**config.mk**
```make
export PLATFORM = sky130hd
export DESIGN_NAME = udp_transmit_handler
export DESIGN_NICKNAME = d
export VERILOG_FILES = /design/src/udp_proto_pkg.sv /design/src/udp_tx_ctrl_pkg.sv /design/src/udp_header_if.sv /design/src/udp_fragment_sequencer.sv /design/src/udp_header_decoder.sv /design/src/udp_payload_checksum.sv /design/src/udp_transmit_handler.sv
export SDC_FILE = /design/constraint.sdc
export NUM_CORES = 1
export LEC_CHECK = 0
export BUFFER_PORTS_ARGS = -buffer_cell sky130_fd_sc_hd__buf_2
export CAP_MARGIN = 15
export CORE_ASPECT_RATIO = 0.7
export CORE_MARGIN = 4
export CORE_UTILIZATION = 55
export DETAILED_ROUTE_END_ITERATION = 12
export GPL_ROUTABILITY_DRIVEN = 0
export PLACE_DENSITY = 0.78
export SETUP_SLACK_MARGIN = 0.3
export SLEW_MARGIN = 10
export SYNTH_ARGS = -nofsm -noshare
export SYNTH_HDL_FRONTEND = slang
export SYNTH_SLANG_ARGS = --single-unit
```
**constraint.sdc**
```tcl
create_clock -name clock -period 17.8 [get_ports clock]
set_input_delay 5.34 -clock clock [delete_from_list [all_inputs] [get_ports clock]]
set_output_delay 5.34 -clock clock [all_outputs]
set_load 0.005 [all_outputs]
```
**src/udp_proto_pkg.sv**
```systemverilog
package udp_proto_pkg;

    // Field types
    typedef logic [47:0] mac_addr_t;
    typedef logic [31:0] ipv4_addr_t;
    typedef logic [15:0] udp_port_t;
    typedef logic [15:0] word16_t;
    typedef logic [7:0]  byte_t;

    ////////////////////////////////////////
    // IPv4
    ////////////////////////////////////////

    localparam byte_t IPV4_PROTOCOL_UDP = 8'h11;

    // Offset counts 8-byte blocks
    localparam word16_t FRAGMENT_OFFSET_UNIT = 16'd8;

    // Bit index inside the flags and offset word
    localparam int FLAG_MORE_FRAGMENTS = 13;

    ////////////////////////////////////////
    // UDP
    ////////////////////////////////////////

    localparam word16_t UDP_HEADER_BYTES = 16'd8;

    // MAC, IPv4 destination, ports and size on the input stream
    localparam int HEADER_STREAM_BYTES = 16;

endpackage

```
**src/udp_tx_ctrl_pkg.sv**
```systemverilog
package udp_tx_ctrl_pkg;

    // Input side
    typedef enum logic [1:0] {
        RX_IDLE,
        RX_HEADER,
        RX_PAYLOAD,
        RX_BUSY
    } rx_state_e;

    // Transmit side, one pass through plan per fragment
    typedef enum logic [2:0] {
        TX_IDLE,
        TX_PLAN,
        TX_OFFER,
        TX_WAIT_BUSY,
        TX_WAIT_DONE
    } tx_state_e;

endpackage
```
**src/udp_header_if.sv**
```systemverilog
interface udp_header_if;

    udp_proto_pkg::mac_addr_t  mac_destination;
    udp_proto_pkg::ipv4_addr_t ipv4_destination;
    udp_proto_pkg::udp_port_t  udp_source;
    udp_proto_pkg::udp_port_t  udp_destination;
    udp_proto_pkg::word16_t    payload_size;
    logic                      header_valid;

    modport decoder (
        output mac_destination, ipv4_destination, udp_source,
        output udp_destination, payload_size, header_valid
    );

    // Fields hold until the next frame starts
    modport consumer (
        input mac_destination, ipv4_destination, udp_source,
        input udp_destination, payload_size, header_valid
    );

endinterface

```
**src/udp_fragment_sequencer.sv**
```systemverilog
module udp_fragment_sequencer #(
    parameter logic [15:0] max_fragment_bytes = 16'd1472
) (
    input  logic                   clock,
    input  logic                   reset_n,
    input  logic                   enable,
    udp_header_if.consumer         hdr,
    input  logic                   checksum_done,
    output udp_proto_pkg::word16_t udp_fragment_size,
    output udp_proto_pkg::word16_t ipv4_flags,
    output udp_proto_pkg::word16_t ipv4_identification,
    output logic                   transmit_valid,
    output logic                   frame_done
);

    localparam logic [12:0] OFFSET_STEP =
        13'(max_fragment_bytes / udp_proto_pkg::FRAGMENT_OFFSET_UNIT);

    udp_tx_ctrl_pkg::tx_state_e state;
    udp_proto_pkg::word16_t     bytes_left;
    udp_proto_pkg::word16_t     next_size;
    logic [12:0]                fragment_offset;
    logic                       more_fragments;

    assign next_size      = (bytes_left < max_fragment_bytes) ? bytes_left : max_fragment_bytes;
    assign more_fragments = (bytes_left != next_size);

    ////////////////////////////////////////
    // Fragment fields
    ////////////////////////////////////////

    always_ff @(posedge clock) begin
        if (state == udp_tx_ctrl_pkg::TX_PLAN) begin
            udp_fragment_size <= next_size;
            ipv4_flags        <= '0;
            ipv4_flags[udp_proto_pkg::FLAG_MORE_FRAGMENTS] <= more_fragments;
            ipv4_flags[12:0]  <= fragment_offset;
        end
    end

    ////////////////////////////////////////
    // Transmit FSM
    ////////////////////////////////////////

    always_ff @(posedge clock) begin
        if (!reset_n) begin
            state               <= udp_tx_ctrl_pkg::TX_IDLE;
            bytes_left          <= '0;
            fragment_offset     <= '0;
            ipv4_identification <= '0;
            transmit_valid      <= 1'b0;
            frame_done          <= 1'b0;
        end else begin
            transmit_valid <= 1'b0;
            frame_done     <= 1'b0;
            case (state)
                udp_tx_ctrl_pkg::TX_IDLE: begin
                    if (checksum_done) begin
                        bytes_left      <= hdr.payload_size;
                        fragment_offset <= '0;
                        state           <= udp_tx_ctrl_pkg::TX_PLAN;
                    end
                end
                udp_tx_ctrl_pkg::TX_PLAN: begin
                    bytes_left <= bytes_left - next_size;
                    state      <= udp_tx_ctrl_pkg::TX_OFFER;
                end
                udp_tx_ctrl_pkg::TX_OFFER: begin
                    if (enable) begin
                        transmit_valid <= 1'b1;
                        state          <= udp_tx_ctrl_pkg::TX_WAIT_BUSY;
                    end
                end
                udp_tx_ctrl_pkg::TX_WAIT_BUSY: begin
                    // Transmitter drops enable once it has taken the fragment
                    if (!enable) begin
                        state <= udp_tx_ctrl_pkg::TX_WAIT_DONE;
                    end
                end
                udp_tx_ctrl_pkg::TX_WAIT_DONE: begin
                    if (enable) begin
                        if (bytes_left == 16'd0) begin
                            ipv4_identification <= ipv4_identification + 16'd1;
                            frame_done          <= 1'b1;
                            state               <= udp_tx_ctrl_pkg::TX_IDLE;
                        end else begin
                            fragment_offset <= fragment_offset + OFFSET_STEP;
                            state           <= udp_tx_ctrl_pkg::TX_PLAN;
                        end
                    end
                end
                default: begin
                    state <= udp_tx_ctrl_pkg::TX_IDLE;
                end
            endcase
        end
    end

endmodule

```
**src/udp_header_decoder.sv**
```systemverilog
module udp_header_decoder (
    input  logic                 clock,
    input  logic                 reset_n,
    input  logic [8:0]           data,
    input  logic                 data_enable,
    output logic                 data_ready,
    udp_header_if.decoder        hdr,
    output udp_proto_pkg::byte_t payload_byte,
    output logic                 payload_valid,
    output logic                 payload_last,
    input  logic                 frame_done
);

    udp_tx_ctrl_pkg::rx_state_e state;
    logic                       accept;
    logic [3:0]                 byte_count;
    logic [127:0]               header_shift;
    udp_proto_pkg::word16_t     bytes_left;

    assign accept = data_enable & data_ready;

    // Fields sit in stream order, first byte at the top
    assign hdr.mac_destination  = header_shift[127:80];
    assign hdr.ipv4_destination = header_shift[79:48];
    assign hdr.udp_source       = header_shift[47:32];
    assign hdr.udp_destination  = header_shift[31:16];
    assign hdr.payload_size     = header_shift[15:0];

    ////////////////////////////////////////
    // Payload forwarding
    ////////////////////////////////////////

    assign payload_byte  = data[7:0];
    assign payload_valid = accept && (state == udp_tx_ctrl_pkg::RX_PAYLOAD);
    assign payload_last  = payload_valid && (bytes_left == 16'd1);

    always_ff @(posedge clock) begin
        if (accept && (state == udp_tx_ctrl_pkg::RX_IDLE || state == udp_tx_ctrl_pkg::RX_HEADER)) begin
            if (state == udp_tx_ctrl_pkg::RX_HEADER || data[8]) begin
                header_shift <= {header_shift[119:0], data[7:0]};
            end
        end
    end

    ////////////////////////////////////////
    // Frame FSM
    ////////////////////////////////////////

    always_ff @(posedge clock) begin
        if (!reset_n) begin
            state             <= udp_tx_ctrl_pkg::RX_IDLE;
            byte_count        <= '0;
            bytes_left        <= '0;
            hdr.header_valid  <= 1'b0;
            data_ready        <= 1'b0;
        end else begin
            hdr.header_valid <= 1'b0;
            data_ready       <= 1'b1;
            case (state)
                udp_tx_ctrl_pkg::RX_IDLE: begin
                    // Anything before the start marker is dropped
                    if (accept && data[8]) begin
                        byte_count <= 4'd1;
                        state      <= udp_tx_ctrl_pkg::RX_HEADER;
                    end
                end
                udp_tx_ctrl_pkg::RX_HEADER: begin
                    if (accept) begin
                        byte_count <= byte_count + 4'd1;
                        if (byte_count == 4'(udp_proto_pkg::HEADER_STREAM_BYTES - 1)) begin
                            bytes_left       <= {header_shift[7:0], data[7:0]};
                            hdr.header_valid <= 1'b1;
                            state            <= udp_tx_ctrl_pkg::RX_PAYLOAD;
                        end
                    end
                end
                udp_tx_ctrl_pkg::RX_PAYLOAD: begin
                    if (payload_valid) begin
                        bytes_left <= bytes_left - 16'd1;
                        if (payload_last) begin
                            data_ready <= 1'b0;
                            state      <= udp_tx_ctrl_pkg::RX_BUSY;
                        end
                    end
                end
                default: begin
                    // Hold off input until the last fragment is gone
                    if (frame_done) begin
                        state <= udp_tx_ctrl_pkg::RX_IDLE;
                    end else begin
                        data_ready <= 1'b0;
                    end
                end
            endcase
        end
    end

endmodule

```
**src/udp_payload_checksum.sv**
```systemverilog
module udp_payload_checksum (
    input  logic                      clock,
    input  logic                      reset_n,
    input  udp_proto_pkg::ipv4_addr_t ipv4_source,
    udp_header_if.consumer            hdr,
    input  udp_proto_pkg::byte_t      payload_byte,
    input  logic                      payload_valid,
    input  logic                      payload_last,
    output udp_proto_pkg::word16_t    udp_buffer_write_address,
    output udp_proto_pkg::byte_t      udp_buffer_data,
    output logic                      udp_buffer_data_valid,
    output udp_proto_pkg::word16_t    udp_checksum,
    output logic                      checksum_done
);

    udp_proto_pkg::word16_t udp_length;
    logic [19:0]            pseudo_sum;
    logic [16:0]            pseudo_fold;
    logic [15:0]            pseudo_word;
    logic [16:0]            acc;
    logic [16:0]            acc_base;
    logic [16:0]            acc_sum;
    logic [15:0]            add_word;
    logic                   add_en;
    logic                   phase;
    udp_proto_pkg::byte_t   high_byte;
    udp_proto_pkg::word16_t write_count;
    logic                   fold_pending;
    logic [15:0]            folded;
    logic [15:0]            result;

    ////////////////////////////////////////
    // Pseudo header and UDP header
    ////////////////////////////////////////

    assign udp_length = hdr.payload_size + udp_proto_pkg::UDP_HEADER_BYTES;

    assign pseudo_sum = ipv4_source[31:16] + ipv4_source[15:0]
                      + hdr.ipv4_destination[31:16] + hdr.ipv4_destination[15:0]
                      + udp_proto_pkg::IPV4_PROTOCOL_UDP + udp_length
                      + hdr.udp_source + hdr.udp_destination + udp_length;

    // Two folds bring nine words back to 16 bits
    assign pseudo_fold = pseudo_sum[15:0] + pseudo_sum[19:16];
    assign pseudo_word = pseudo_fold[15:0] + pseudo_fold[16];

    // Carry is deferred to the next add, so 17 bits never overflow
    assign acc_base = hdr.header_valid ? {1'b0, pseudo_word} : acc;
    assign add_en   = payload_valid && (phase || payload_last);
    assign add_word = phase ? {high_byte, payload_byte} : {payload_byte, 8'h00};
    assign acc_sum  = {1'b0, acc_base[15:0]} + acc_base[16] + add_word;

    assign folded = acc[15:0] + acc[16];
    assign result = ~folded;

    always_ff @(posedge clock) begin
        acc             <= add_en ? acc_sum : acc_base;
        udp_buffer_data <= payload_byte;
        if (payload_valid) begin
            high_byte                <= payload_byte;
            udp_buffer_write_address <= write_count;
        end
        if (fold_pending) begin
            udp_checksum <= (result == 16'h0000) ? 16'hffff : result;
        end
    end

    always_ff @(posedge clock) begin
        if (!reset_n) begin
            phase                 <= 1'b0;
            write_count           <= '0;
            udp_buffer_data_valid <= 1'b0;
            fold_pending          <= 1'b0;
            checksum_done         <= 1'b0;
        end else begin
            udp_buffer_data_valid <= payload_valid;
            fold_pending          <= payload_valid && payload_last;
            checksum_done         <= fold_pending;
            if (payload_valid) begin
                // Start the next frame at address 0, high byte first
                phase       <= payload_last ? 1'b0 : ~phase;
                write_count <= payload_last ? 16'd0 : write_count + 16'd1;
            end
        end
    end

endmodule

```
**src/udp_transmit_handler.sv**
```systemverilog
module udp_transmit_handler #(
    parameter logic [15:0] max_fragment_bytes = 16'd1472
) (
    input  logic                      clock,
    input  logic                      reset_n,
    input  logic                      enable,
    input  logic [8:0]                data,
    input  logic                      data_enable,
    input  udp_proto_pkg::ipv4_addr_t ipv4_source,
    output logic                      data_ready,
    output udp_proto_pkg::mac_addr_t  mac_destination,
    output udp_proto_pkg::ipv4_addr_t ipv4_destination,
    output udp_proto_pkg::udp_port_t  udp_source,
    output udp_proto_pkg::udp_port_t  udp_destination,
    output udp_proto_pkg::word16_t    udp_total_payload_size,
    output udp_proto_pkg::word16_t    udp_buffer_write_address,
    output udp_proto_pkg::byte_t      udp_buffer_data,
    output logic                      udp_buffer_data_valid,
    output udp_proto_pkg::word16_t    udp_checksum,
    output udp_proto_pkg::word16_t    udp_fragment_size,
    output udp_proto_pkg::word16_t    ipv4_flags,
    output udp_proto_pkg::word16_t    ipv4_identification,
    output logic                      transmit_valid
);

    udp_proto_pkg::byte_t payload_byte;
    logic                 payload_valid;
    logic                 payload_last;
    logic                 checksum_done;
    logic                 frame_done;

    udp_header_if hdr_if ();

    // Captured header goes straight out
    assign mac_destination        = hdr_if.mac_destination;
    assign ipv4_destination       = hdr_if.ipv4_destination;
    assign udp_source             = hdr_if.udp_source;
    assign udp_destination        = hdr_if.udp_destination;
    assign udp_total_payload_size = hdr_if.payload_size;

    udp_header_decoder decoder_i (
        .clock         (clock),
        .reset_n       (reset_n),
        .data          (data),
        .data_enable   (data_enable),
        .data_ready    (data_ready),
        .hdr           (hdr_if.decoder),
        .payload_byte  (payload_byte),
        .payload_valid (payload_valid),
        .payload_last  (payload_last),
        .frame_done    (frame_done)
    );

    udp_payload_checksum checksum_i (
        .clock                    (clock),
        .reset_n                  (reset_n),
        .ipv4_source              (ipv4_source),
        .hdr                      (hdr_if.consumer),
        .payload_byte             (payload_byte),
        .payload_valid            (payload_valid),
        .payload_last             (payload_last),
        .udp_buffer_write_address (udp_buffer_write_address),
        .udp_buffer_data          (udp_buffer_data),
        .udp_buffer_data_valid    (udp_buffer_data_valid),
        .udp_checksum             (udp_checksum),
        .checksum_done            (checksum_done)
    );

    udp_fragment_sequencer #(
        .max_fragment_bytes (max_fragment_bytes)
    ) sequencer_i (
        .clock               (clock),
        .reset_n             (reset_n),
        .enable              (enable),
        .hdr                 (hdr_if.consumer),
        .checksum_done       (checksum_done),
        .udp_fragment_size   (udp_fragment_size),
        .ipv4_flags          (ipv4_flags),
        .ipv4_identification (ipv4_identification),
        .transmit_valid      (transmit_valid),
        .frame_done          (frame_done)
    );

endmodule

```
Word level (Yosys, flattened, before mapping) --
Index checks and enable logic that the tools add are counted.
Storage, ports and cells: register bits after elaboration 317, bits in latches 0, bits in writable memories 0, ROM bits 0, input port bits 45, output and inout bits 219, logic and storage cells 136, memories kept 0
Cells by class: add/sub/neg operators 20, multipliers 0, div/mod/pow operators 0, magnitude comparators 1, eq/ne operators 19, shifts and indexed selects 0, mux-type cells 39, bitwise operators 3, reduce and logical (&&, ||, !) cells 30
Operators with widths (number):
- adder 20 x 16 -> 20 bit | 6
- 2-to-1 mux 16 bit | 7
- case mux 16 bit (2 select lines) | 2
- 2-to-1 mux 13 bit | 3
- 2-to-1 mux 17 bit | 2
- adder 16 x 1 -> 16 bit | 2
- adder 16 x 1 -> 16 bit, second input constant | 2
- zero test 16 bit | 2
- case mux 13 bit (2 select lines) | 1
- adder 20 x 5 -> 20 bit, second input constant | 1
- adder 16 x 1 -> 17 bit | 1
- adder 16 x 16 -> 17 bit | 1
- adder 16 x 4 -> 17 bit | 1
- adder 17 x 16 -> 17 bit | 1
- adder 16 x 4 -> 16 bit, second input constant | 1
- equality test 16 x 1 -> 1 bit, second input constant | 1
- less-than comparator 16 x 11 -> 1 bit, second input constant | 1
- != test 16 bit | 1
- NOT 16 bit | 1
- subtractor 16 x 1 -> 16 bit, second input constant | 1
- subtractor 16 bit | 1
- case mux 3 bit (5 select lines) | 1
- != test 2 bit, second input constant | 7
- adder 13 x 8 -> 13 bit, second input constant | 1
- other kinds (28) | 64

Logic depth before layout (Yosys ltp) --
Gate-level depths: netlist of run 1.
word-level depth 14, mapped depth 54, depth with buffers taken out 54

Hierarchy --
A second synthesis of run 1 with hierarchy kept.
Second synthesis, totals: cell total of the unflattened synthesis 1746, area total of the unflattened synthesis 18026.0 µm²
By module, submodules not included:
- udp_payload_checksum | times used 1, cells each 1022, area an instance 8947.3 µm², sequential area each 2102.0 µm²
- udp_header_decoder | times used 1, cells each 339, area an instance 5482.8 µm², sequential area each 4324.1 µm²
- udp_fragment_sequencer | times used 1, cells each 385, area an instance 3595.9 µm², sequential area each 1751.7 µm²

Worst setup path after synthesis of run 1 --
OpenSTA, ideal clock, no wires.
path type input port to flip-flop, from in ipv4_source[0], to reg checksum_i.acc[14], library setup time 0.121 ns, data arrival time 14.809 ns, required time 17.679 ns, setup slack 2.870 ns, cell stages on the path 50, buffers on the path 0, cell sequence ha_1 > inv_1 > fa_1 > nor2b_1 > o21ai_0 > a21boi_0 > o21a_1 > o21ai_0 > a21boi_0 > nor2_1 > xnor2_1 > fa_1 > inv_1 > fa_1 > inv_1 > fa_1 > ha_1 > ha_1 > [14 not listed] > and3_1 > nand4_1 > nor4b_2 > and3_1 > ha_1 > ha_1 > nand3_1 > nor3_1 > o211ai_1 > xnor2_1 > o21ai_0 > ha_1 > and3_1 > a21oi_1 > o21ai_0 > o41ai_1 > xnor2_1 > mux2_2
Between the ends: cells in the longest elaborated chain, start to end 14
Ends and longest elaborated chain:
- from (decl) | line udp_transmit_handler.sv:9 | input udp_proto_pkg::ipv4_addr_t ipv4_source,
- adder 16 x 16 -> 17 bit * | line udp_payload_checksum.sv:38 | assign pseudo_sum = ipv4_source[31:16] + ipv4_source[15:0]
- adder 20 x 16 -> 20 bit * (2 in series) | line udp_payload_checksum.sv:39 | + hdr.ipv4_destination[31:16] + hdr.ipv4_destination[15:0]
- adder 20 x 5 -> 20 bit * | line udp_payload_checksum.sv:40 | + udp_proto_pkg::IPV4_PROTOCOL_UDP + udp_length
- adder 20 x 16 -> 20 bit * | line udp_payload_checksum.sv:40
- adder 20 x 16 -> 20 bit * (3 in series) | line udp_payload_checksum.sv:41 | + hdr.udp_source + hdr.udp_destination + udp_length;
- adder 16 x 4 -> 17 bit * | line udp_payload_checksum.sv:44 | assign pseudo_fold = pseudo_sum[15:0] + pseudo_sum[19:16];
- adder 16 x 1 -> 16 bit * | line udp_payload_checksum.sv:45 | assign pseudo_word = pseudo_fold[15:0] + pseudo_fold[16];
- 2-to-1 mux 17 bit * | line udp_payload_checksum.sv:48 | assign acc_base = hdr.header_valid ? {1'b0, pseudo_word} : acc;
- adder 16 x 1 -> 17 bit | line udp_payload_checksum.sv:51 | assign acc_sum = {1'b0, acc_base[15:0]} + acc_base[16] + add_word;
- adder 17 x 16 -> 17 bit | line udp_payload_checksum.sv:51
- 2-to-1 mux 17 bit * | line udp_payload_checksum.sv:57 | acc <= add_en ? acc_sum : acc_base;
- to (signal assigned) | line udp_payload_checksum.sv:57
- to (decl) | line udp_payload_checksum.sv:20 | logic [16:0] acc;
Every way passes the cells marked *; elsewhere a longest branch is shown, timed or not. A chain may end at the register's enable or synchronous reset.

Worst setup path in the final report of run 1 --
Same ends and word-level chain as after synthesis.

==> results of run 1 <==
[layout make-up]
type	count	area [sq um]
repair buffers	266	1350
well taps	412	515
clock inverters	15	129
inverters	139	522
clock buffers	42	911
flip-flops and latches	311	8180
fillers	2301	10500
multi-input cells	1068	7950
[flip-flops by register name, indices dropped and copies added (netlist names), 2 cells and up]
| signal | flops |
|---|---|
| checksum_i.acc | 17 |
| checksum_i.high_byte | 8 |
| checksum_i.udp_buffer_data | 8 |
| checksum_i.udp_buffer_write_address | 16 |
| checksum_i.udp_checksum | 16 |
| checksum_i.write_count | 16 |
| decoder_i.byte_count | 4 |
| decoder_i.bytes_left | 16 |
| decoder_i.header_shift | 128 |
| decoder_i.state | 2 |
| sequencer_i.bytes_left | 16 |
| sequencer_i.fragment_offset | 10 |
| sequencer_i.ipv4_flags | 11 |
| sequencer_i.ipv4_identification | 16 |
| sequencer_i.state | 3 |
| sequencer_i.udp_fragment_size | 16 |
[per-stage QoR]
stage / power [uW] / hold slack, ns / setup slack, ns / instance area [sq um] / util
floorplan: 1820 / 0.408 / 2.87 / 16800 / -
global placement: 2090 / 0.424 / 1.90 / 18500 / 0.617
detailed placement: 2120 / 0.429 / 1.54 / 18500 / 0.617
CTS: 2810 / 0.443 / 2.04 / 19600 / 0.651
global route: 3020 / 0.451 / 0.964 / 19600 / 0.651
finish: 2830 / 0.443 / 1.85 / 19600 / 0.651
[worst paths after layout]
check | start | endpoint | slack (ns) | depth (start not counted)
worst min-delay path | decoder_i.header_shift[81] | decoder_i.header_shift[89] | 0.44 | 0
worst max-delay path | ipv4_source[0] | checksum_i.acc[14] | 1.85 | 51
worst max register to register | decoder_i.header_shift[6] | checksum_i.acc[14] | 7.12 | 44
worst min register to register | decoder_i.header_shift[81] | decoder_i.header_shift[89] | 0.44 | 0
[metal layers]
layer	part of all wire	vias up
li1	-	5962
met1	0.44	6134
met2	0.46	465
met3	0.077	77
met4	0.026	0
met5	0	-
[cell families (layout without fill, tap and decap cells)]
family | Yosys count | after routing | share of synthesized area
and+or+nand+nor | 491 | 491 | 0.141
other | 2 | 11 | 0.000448
muxes | 31 | 31 | 0.0201
AOI/OAI and AO/OA | 262 | 262 | 0.101
buffers and inverters | 179 | 462 | 0.0412
adders and majority gates | 160 | 160 | 0.150
xor gates and xnor gates | 113 | 113 | 0.0594
DFF | 311 | 311 | 0.487
[cell usage in the layout, fill, tap and decap left out, types with 9 or more instances in the layout]
cell type	Yosys	final
xor2_1	49	49
dfxtp_1	116	116
ha_1	91	91
nand3_1	54	54
a31oi_1	12	12
nor2_1	132	131
and3_1	26	26
nor3_1	35	35
buf_2	0	258
inv_1	138	138
and2_1	20	20
or3_1	15	15
a21o_1	13	13
conb_1	2	11
nand4_1	18	18
a21oi_1	73	73
or2_2	9	9
fa_1	69	69
xnor2_1	63	63
nand2b_1	14	14
mux2_2	21	21
clkbuf_16	0	34
nand2_1	131	131
o21ai_0	67	67
a211oi_1	10	10
edfxtp_1	195	195
mux2i_1	10	10
[report_power, final]
| group | internal, uW | leakage (uW) | total (uW) | switching [uW] |
|---|---|---|---|---|
| clock | 377 | 0.000519 | 666 | 289 |
| sequential | 779 | 0.00275 | 794 | 14.8 |
| combinational | 524 | 0.00492 | 1370 | 844 |
| total | 1680 | 0.00819 | 2830 | 1150 |
==> impl_metrics.ini, run 1 <==
[global_route]
use_met1 = 0.358
grt.met3_usage = 0.0508
overflow = 0
antenna_found_initial = 0
grt_pass1_vias = 12300
grt_util_met2 = 0.391
grt_max_degree = 71
grt_pass1_wl_um = 66900
track_usage = 0.249
grt_busiest_layer = met2

[detailed_routing]
drc = 0
drtPass1Iterations = 7
antenna_left = 0
drt_wl_total_um = 42200
drt-initial-drc-count = 1058
vias = 12600
detail_route.wl_per_cell_um = 18.7
viasPerCell = 5.61

[power_and_ir_drop]
peakVddDrop_mv = 0.166
leakage_uw = 0.00819
powerDensity_nw_per_um2 = 145

[floorplan]
pin_count = 264
start_util = 0.559
die_area_sq_um = 33400
core-area_sq_um = 30000
chipHeight_um = 154
fp-row-count = 53
die_w_um = 217

[place]
dp_hpwl_um = 31400
dp.cells = 2196
io_buffers = 258

[timing]
hold_viol = 0
rsz0062_at_grt = false
worstMarginPinSlew_ns = 1.07
finalCritPeriodShare = 0.896
drv_slew = 0
clock.fmax_ghz = 0.0627
skew_ns = 0.0126
setup_viol_count_final = 0
fin_tns_setup_ns = 0
max_slew_margin = 0.284
finalCriticalPeriod_ns = 15.95

[yosys]
synth_most_common_cell = edfxtp_1
syn_area_sq_um = 16800
synth_ff_type = edfxtp_1
synth.area.top_cells = edfxtp_1, dfxtp_1, fa_1
synth_seq_cells = 311
yosys-top-cells-count = edfxtp_1, inv_1, nor2_1
synth_top_area_cell = edfxtp_1
synth_cell_types = 81
synthArstFlopShare = 0
netlist.area_leader.share = 0.349
synth_seq_area_share = 0.487
syn_inst = 1549
synth-edff-count = 195
ys_warn_count = 0
synth_area_per_cell_sq_um = 10.8

[worst_setup_path]
critical_path.slowest_cell = fa_1
crit_fanout = 6
critPathBufInv = 4
required_ns = 18.27
crit_top_cell = ha_1
critPathTopFamily = adder cells
critPathCaptureType = register
max_stage_delay_ns = 0.54
startpoint_type = primary input
critPathKind = in2reg
cp.arrival_ns = 16.42

[finish]
drive_gt1_frac = 0.197
antenna_cells = 0
nNetsFinal = 2022
final_cells = 2253
area_growth_pct = 16.6

[clock_network]
path_clk_slew_ns = 0.06
cts_tree = built
numClockSinks = 311
root_buffer = clkbuf_16
postCtsHoldBufs = 0
cts_setup_buffers = 0
clk_path_buf_depth = 3
numCtsBuffers = 31
clock_latency_ns = 0.59
htreeDepth = 1
post_cts_resized = 0

[hold_path]
hp-class = reg2reg

[run_status]
outcome = finished clean

[flow_run]
drv_cap = 0
Note: power is estimated with default switching activity, not from simulation.
==> run 2: changes to the inputs <==
- CELL_PAD_IN_SITES_DETAIL_PLACEMENT: unset -> 0
- CELL_PAD_IN_SITES_GLOBAL_PLACEMENT: unset -> 1
- CORE_UTILIZATION: 55 -> 45
- PLACE_DENSITY: 0.78 -> unset
- PLACE_DENSITY_LB_ADDON: unset -> 0.1
==> run 2 against run 1 <==
  * Global-route usage decreased by 3.3 points
  * Count of clock-buffer cells in the layout increased by 4
  * Routed wire length rose by 4.7%
  * Largest cell class unchanged
  * Highest routed layer unchanged
==> impl_metrics.ini, run 2 (synthesized netlist as in run 1, its figures left out) <==
[run_status]
outcome = finished clean

[worst_setup_path]
critical_path.slowest_cell = fa_1
r2r_cells = 45
timing.rr.end = checksum_i.acc[14]
rrSetupSlack_ns = 7.32
critPathCaptureType = register
required_ns = 18.22
crit_fanout = 6
startpoint_type = primary input
cp.arrival_ns = 16.41
crit_start = ipv4_source[1]
r2r_start = decoder_i.header_shift[3]
critPathKind = in2reg
endpoint = checksum_i.acc[14]
max_stage_delay_ns = 0.56

[global_route]
grt_pass1_wl_um = 68900
antenna_found_initial = 1
overflow = 0
grt_max_degree = 83
grt_pass1_vias = 11900
track_usage = 0.215

[floorplan]
pin_count = 264
die_w_um = 239
core-area_sq_um = 36400
start_util = 0.462
fp-row-count = 58
chipHeight_um = 170
die_area_sq_um = 40500

[clock_network]
numClockSinks = 311
post_cts_resized = 0
cts_tree = built
clk_path_buf_depth = 3
postCtsHoldBufs = 0
htreeDepth = 2
cts_setup_buffers = 0
numCtsBuffers = 34
path_clk_slew_ns = 0.06
root_buffer = clkbuf_16
clock_latency_ns = 0.53

[detailed_routing]
drc = 0
viasPerCell = 5.32
drt-initial-drc-count = 935
drtPass1Iterations = 5
detail_route.wl_per_cell_um = 19.0
antenna_left = 0
drt_wl_total_um = 44200
vias = 12400

[finish]
final_cell_mix = buf_2, edfxtp_1, inv_1
nFillCells = 3268
regArea_sq_um = 8180
drive_gt1_frac = 0.200
nNetsFinal = 2028
multi_input_area_sq_um = 7950
final_common_cell = buf_2
reg.largest.list = decoder_i.header_shift: 128 flops, checksum_i.acc: 17 flops
largest_register_ffs = 128
area_growth_pct = 17.9
antenna_cells = 0
fin_area_sq_um = 19800
largest_register = decoder_i.header_shift

[timing]
finalCriticalPeriod_ns = 15.99
fin_tns_setup_ns = 0
rsz0062_at_grt = false
worstMarginPinSlew_ns = 1.04
setup_viol_count_final = 0
worst_hold_slack_ns = 0.435
drv_slew = 0
skew_ns = 0.0180
hold_viol = 0
clock.fmax_ghz = 0.0625
max_slew_margin = 0.302
finalCritPeriodShare = 0.898

[power_and_ir_drop]
powerDensity_nw_per_um2 = 147
clkPwrFrac = 0.254
leakage_uw = 0.00826
p_sw_uw = 1160
power_uw = 2910
internal_power_uw = 1750
p_comb_frac = 0.473
seqPwrFrac = 0.273
peakVddDrop_mv = 0.167
swShare = 0.398

[place]
io_buffers = 258
dp_hpwl_um = 32900
place_area_sq_um = 18600

[hold_path]
min_from = sequencer_i.fragment_offset[5]
hp-class = reg2reg
worstHoldPathCells = 0

[flow_run]
drv_cap = 0
[run 2: power groups by stage]
stage,Sequential [uW],Clock (uW),Combinational [uW]
2_1_floorplan,808,0,1010
3_3_place_gp,810,0,1370
3_5_place_dp,811,0,1360
4_1_cts,795,761,1370
5_1_grt,796,792,1540
6_report,795,741,1380
[run 2: critical path: cells and delay by family]
family | cells | cell delay (ns)
AO/OA/AOI/OAI | 18 | 3.79
XOR/XNOR | 3 | 0.50
adder cells (fa/ha/maj) | 9 | 3.35
buffers and inverters | 4 | 0.30
multiplexers | 1 | 0.27
AND/OR/NAND/NOR | 18 | 2.85
[run 2: final cells by class]
cell class              instances  area share
inverters                     139      0.0264
repair buffers                269      0.0694
multi-input cells            1068       0.402
clock inverters                15     0.00980
clock buffers                  46      0.0489
well taps                     480      0.0303
flip-flops and latches        311       0.413
[run 2: layer usage]
layer,global-route usage,vias up,part of all wire
met2,0.320,359,0.43
li1,-,5970,-
met1,0.329,5997,0.49
met4,0.0431,0,0.016
met5,0,-,0
met3,0.0424,56,0.064
[run 2: worst min-delay path by stage]
stage                                              to  slack (ns)
after detailed placement    sequencer_i.ipv4_flags[5]        0.43
after floorplan             sequencer_i.ipv4_flags[5]        0.41
final                       sequencer_i.ipv4_flags[5]        0.43
after global placement      sequencer_i.ipv4_flags[5]        0.42
after global routing      decoder_i.header_shift[105]        0.45
after CTS                   sequencer_i.ipv4_flags[5]        0.44
[run 2: stage by stage]
stage | util | worst slack, ns | std cells
3_5_place_dp | 0.512 | 1.45 | 2267
5_1_grt | 0.544 | 0.836 | 2328
6_report | 0.544 | 1.81 | 2328
3_3_place_gp | 0.512 | 1.58 | 2267
4_1_cts | 0.544 | 1.98 | 2328
2_1_floorplan | - | 2.87 | 1558
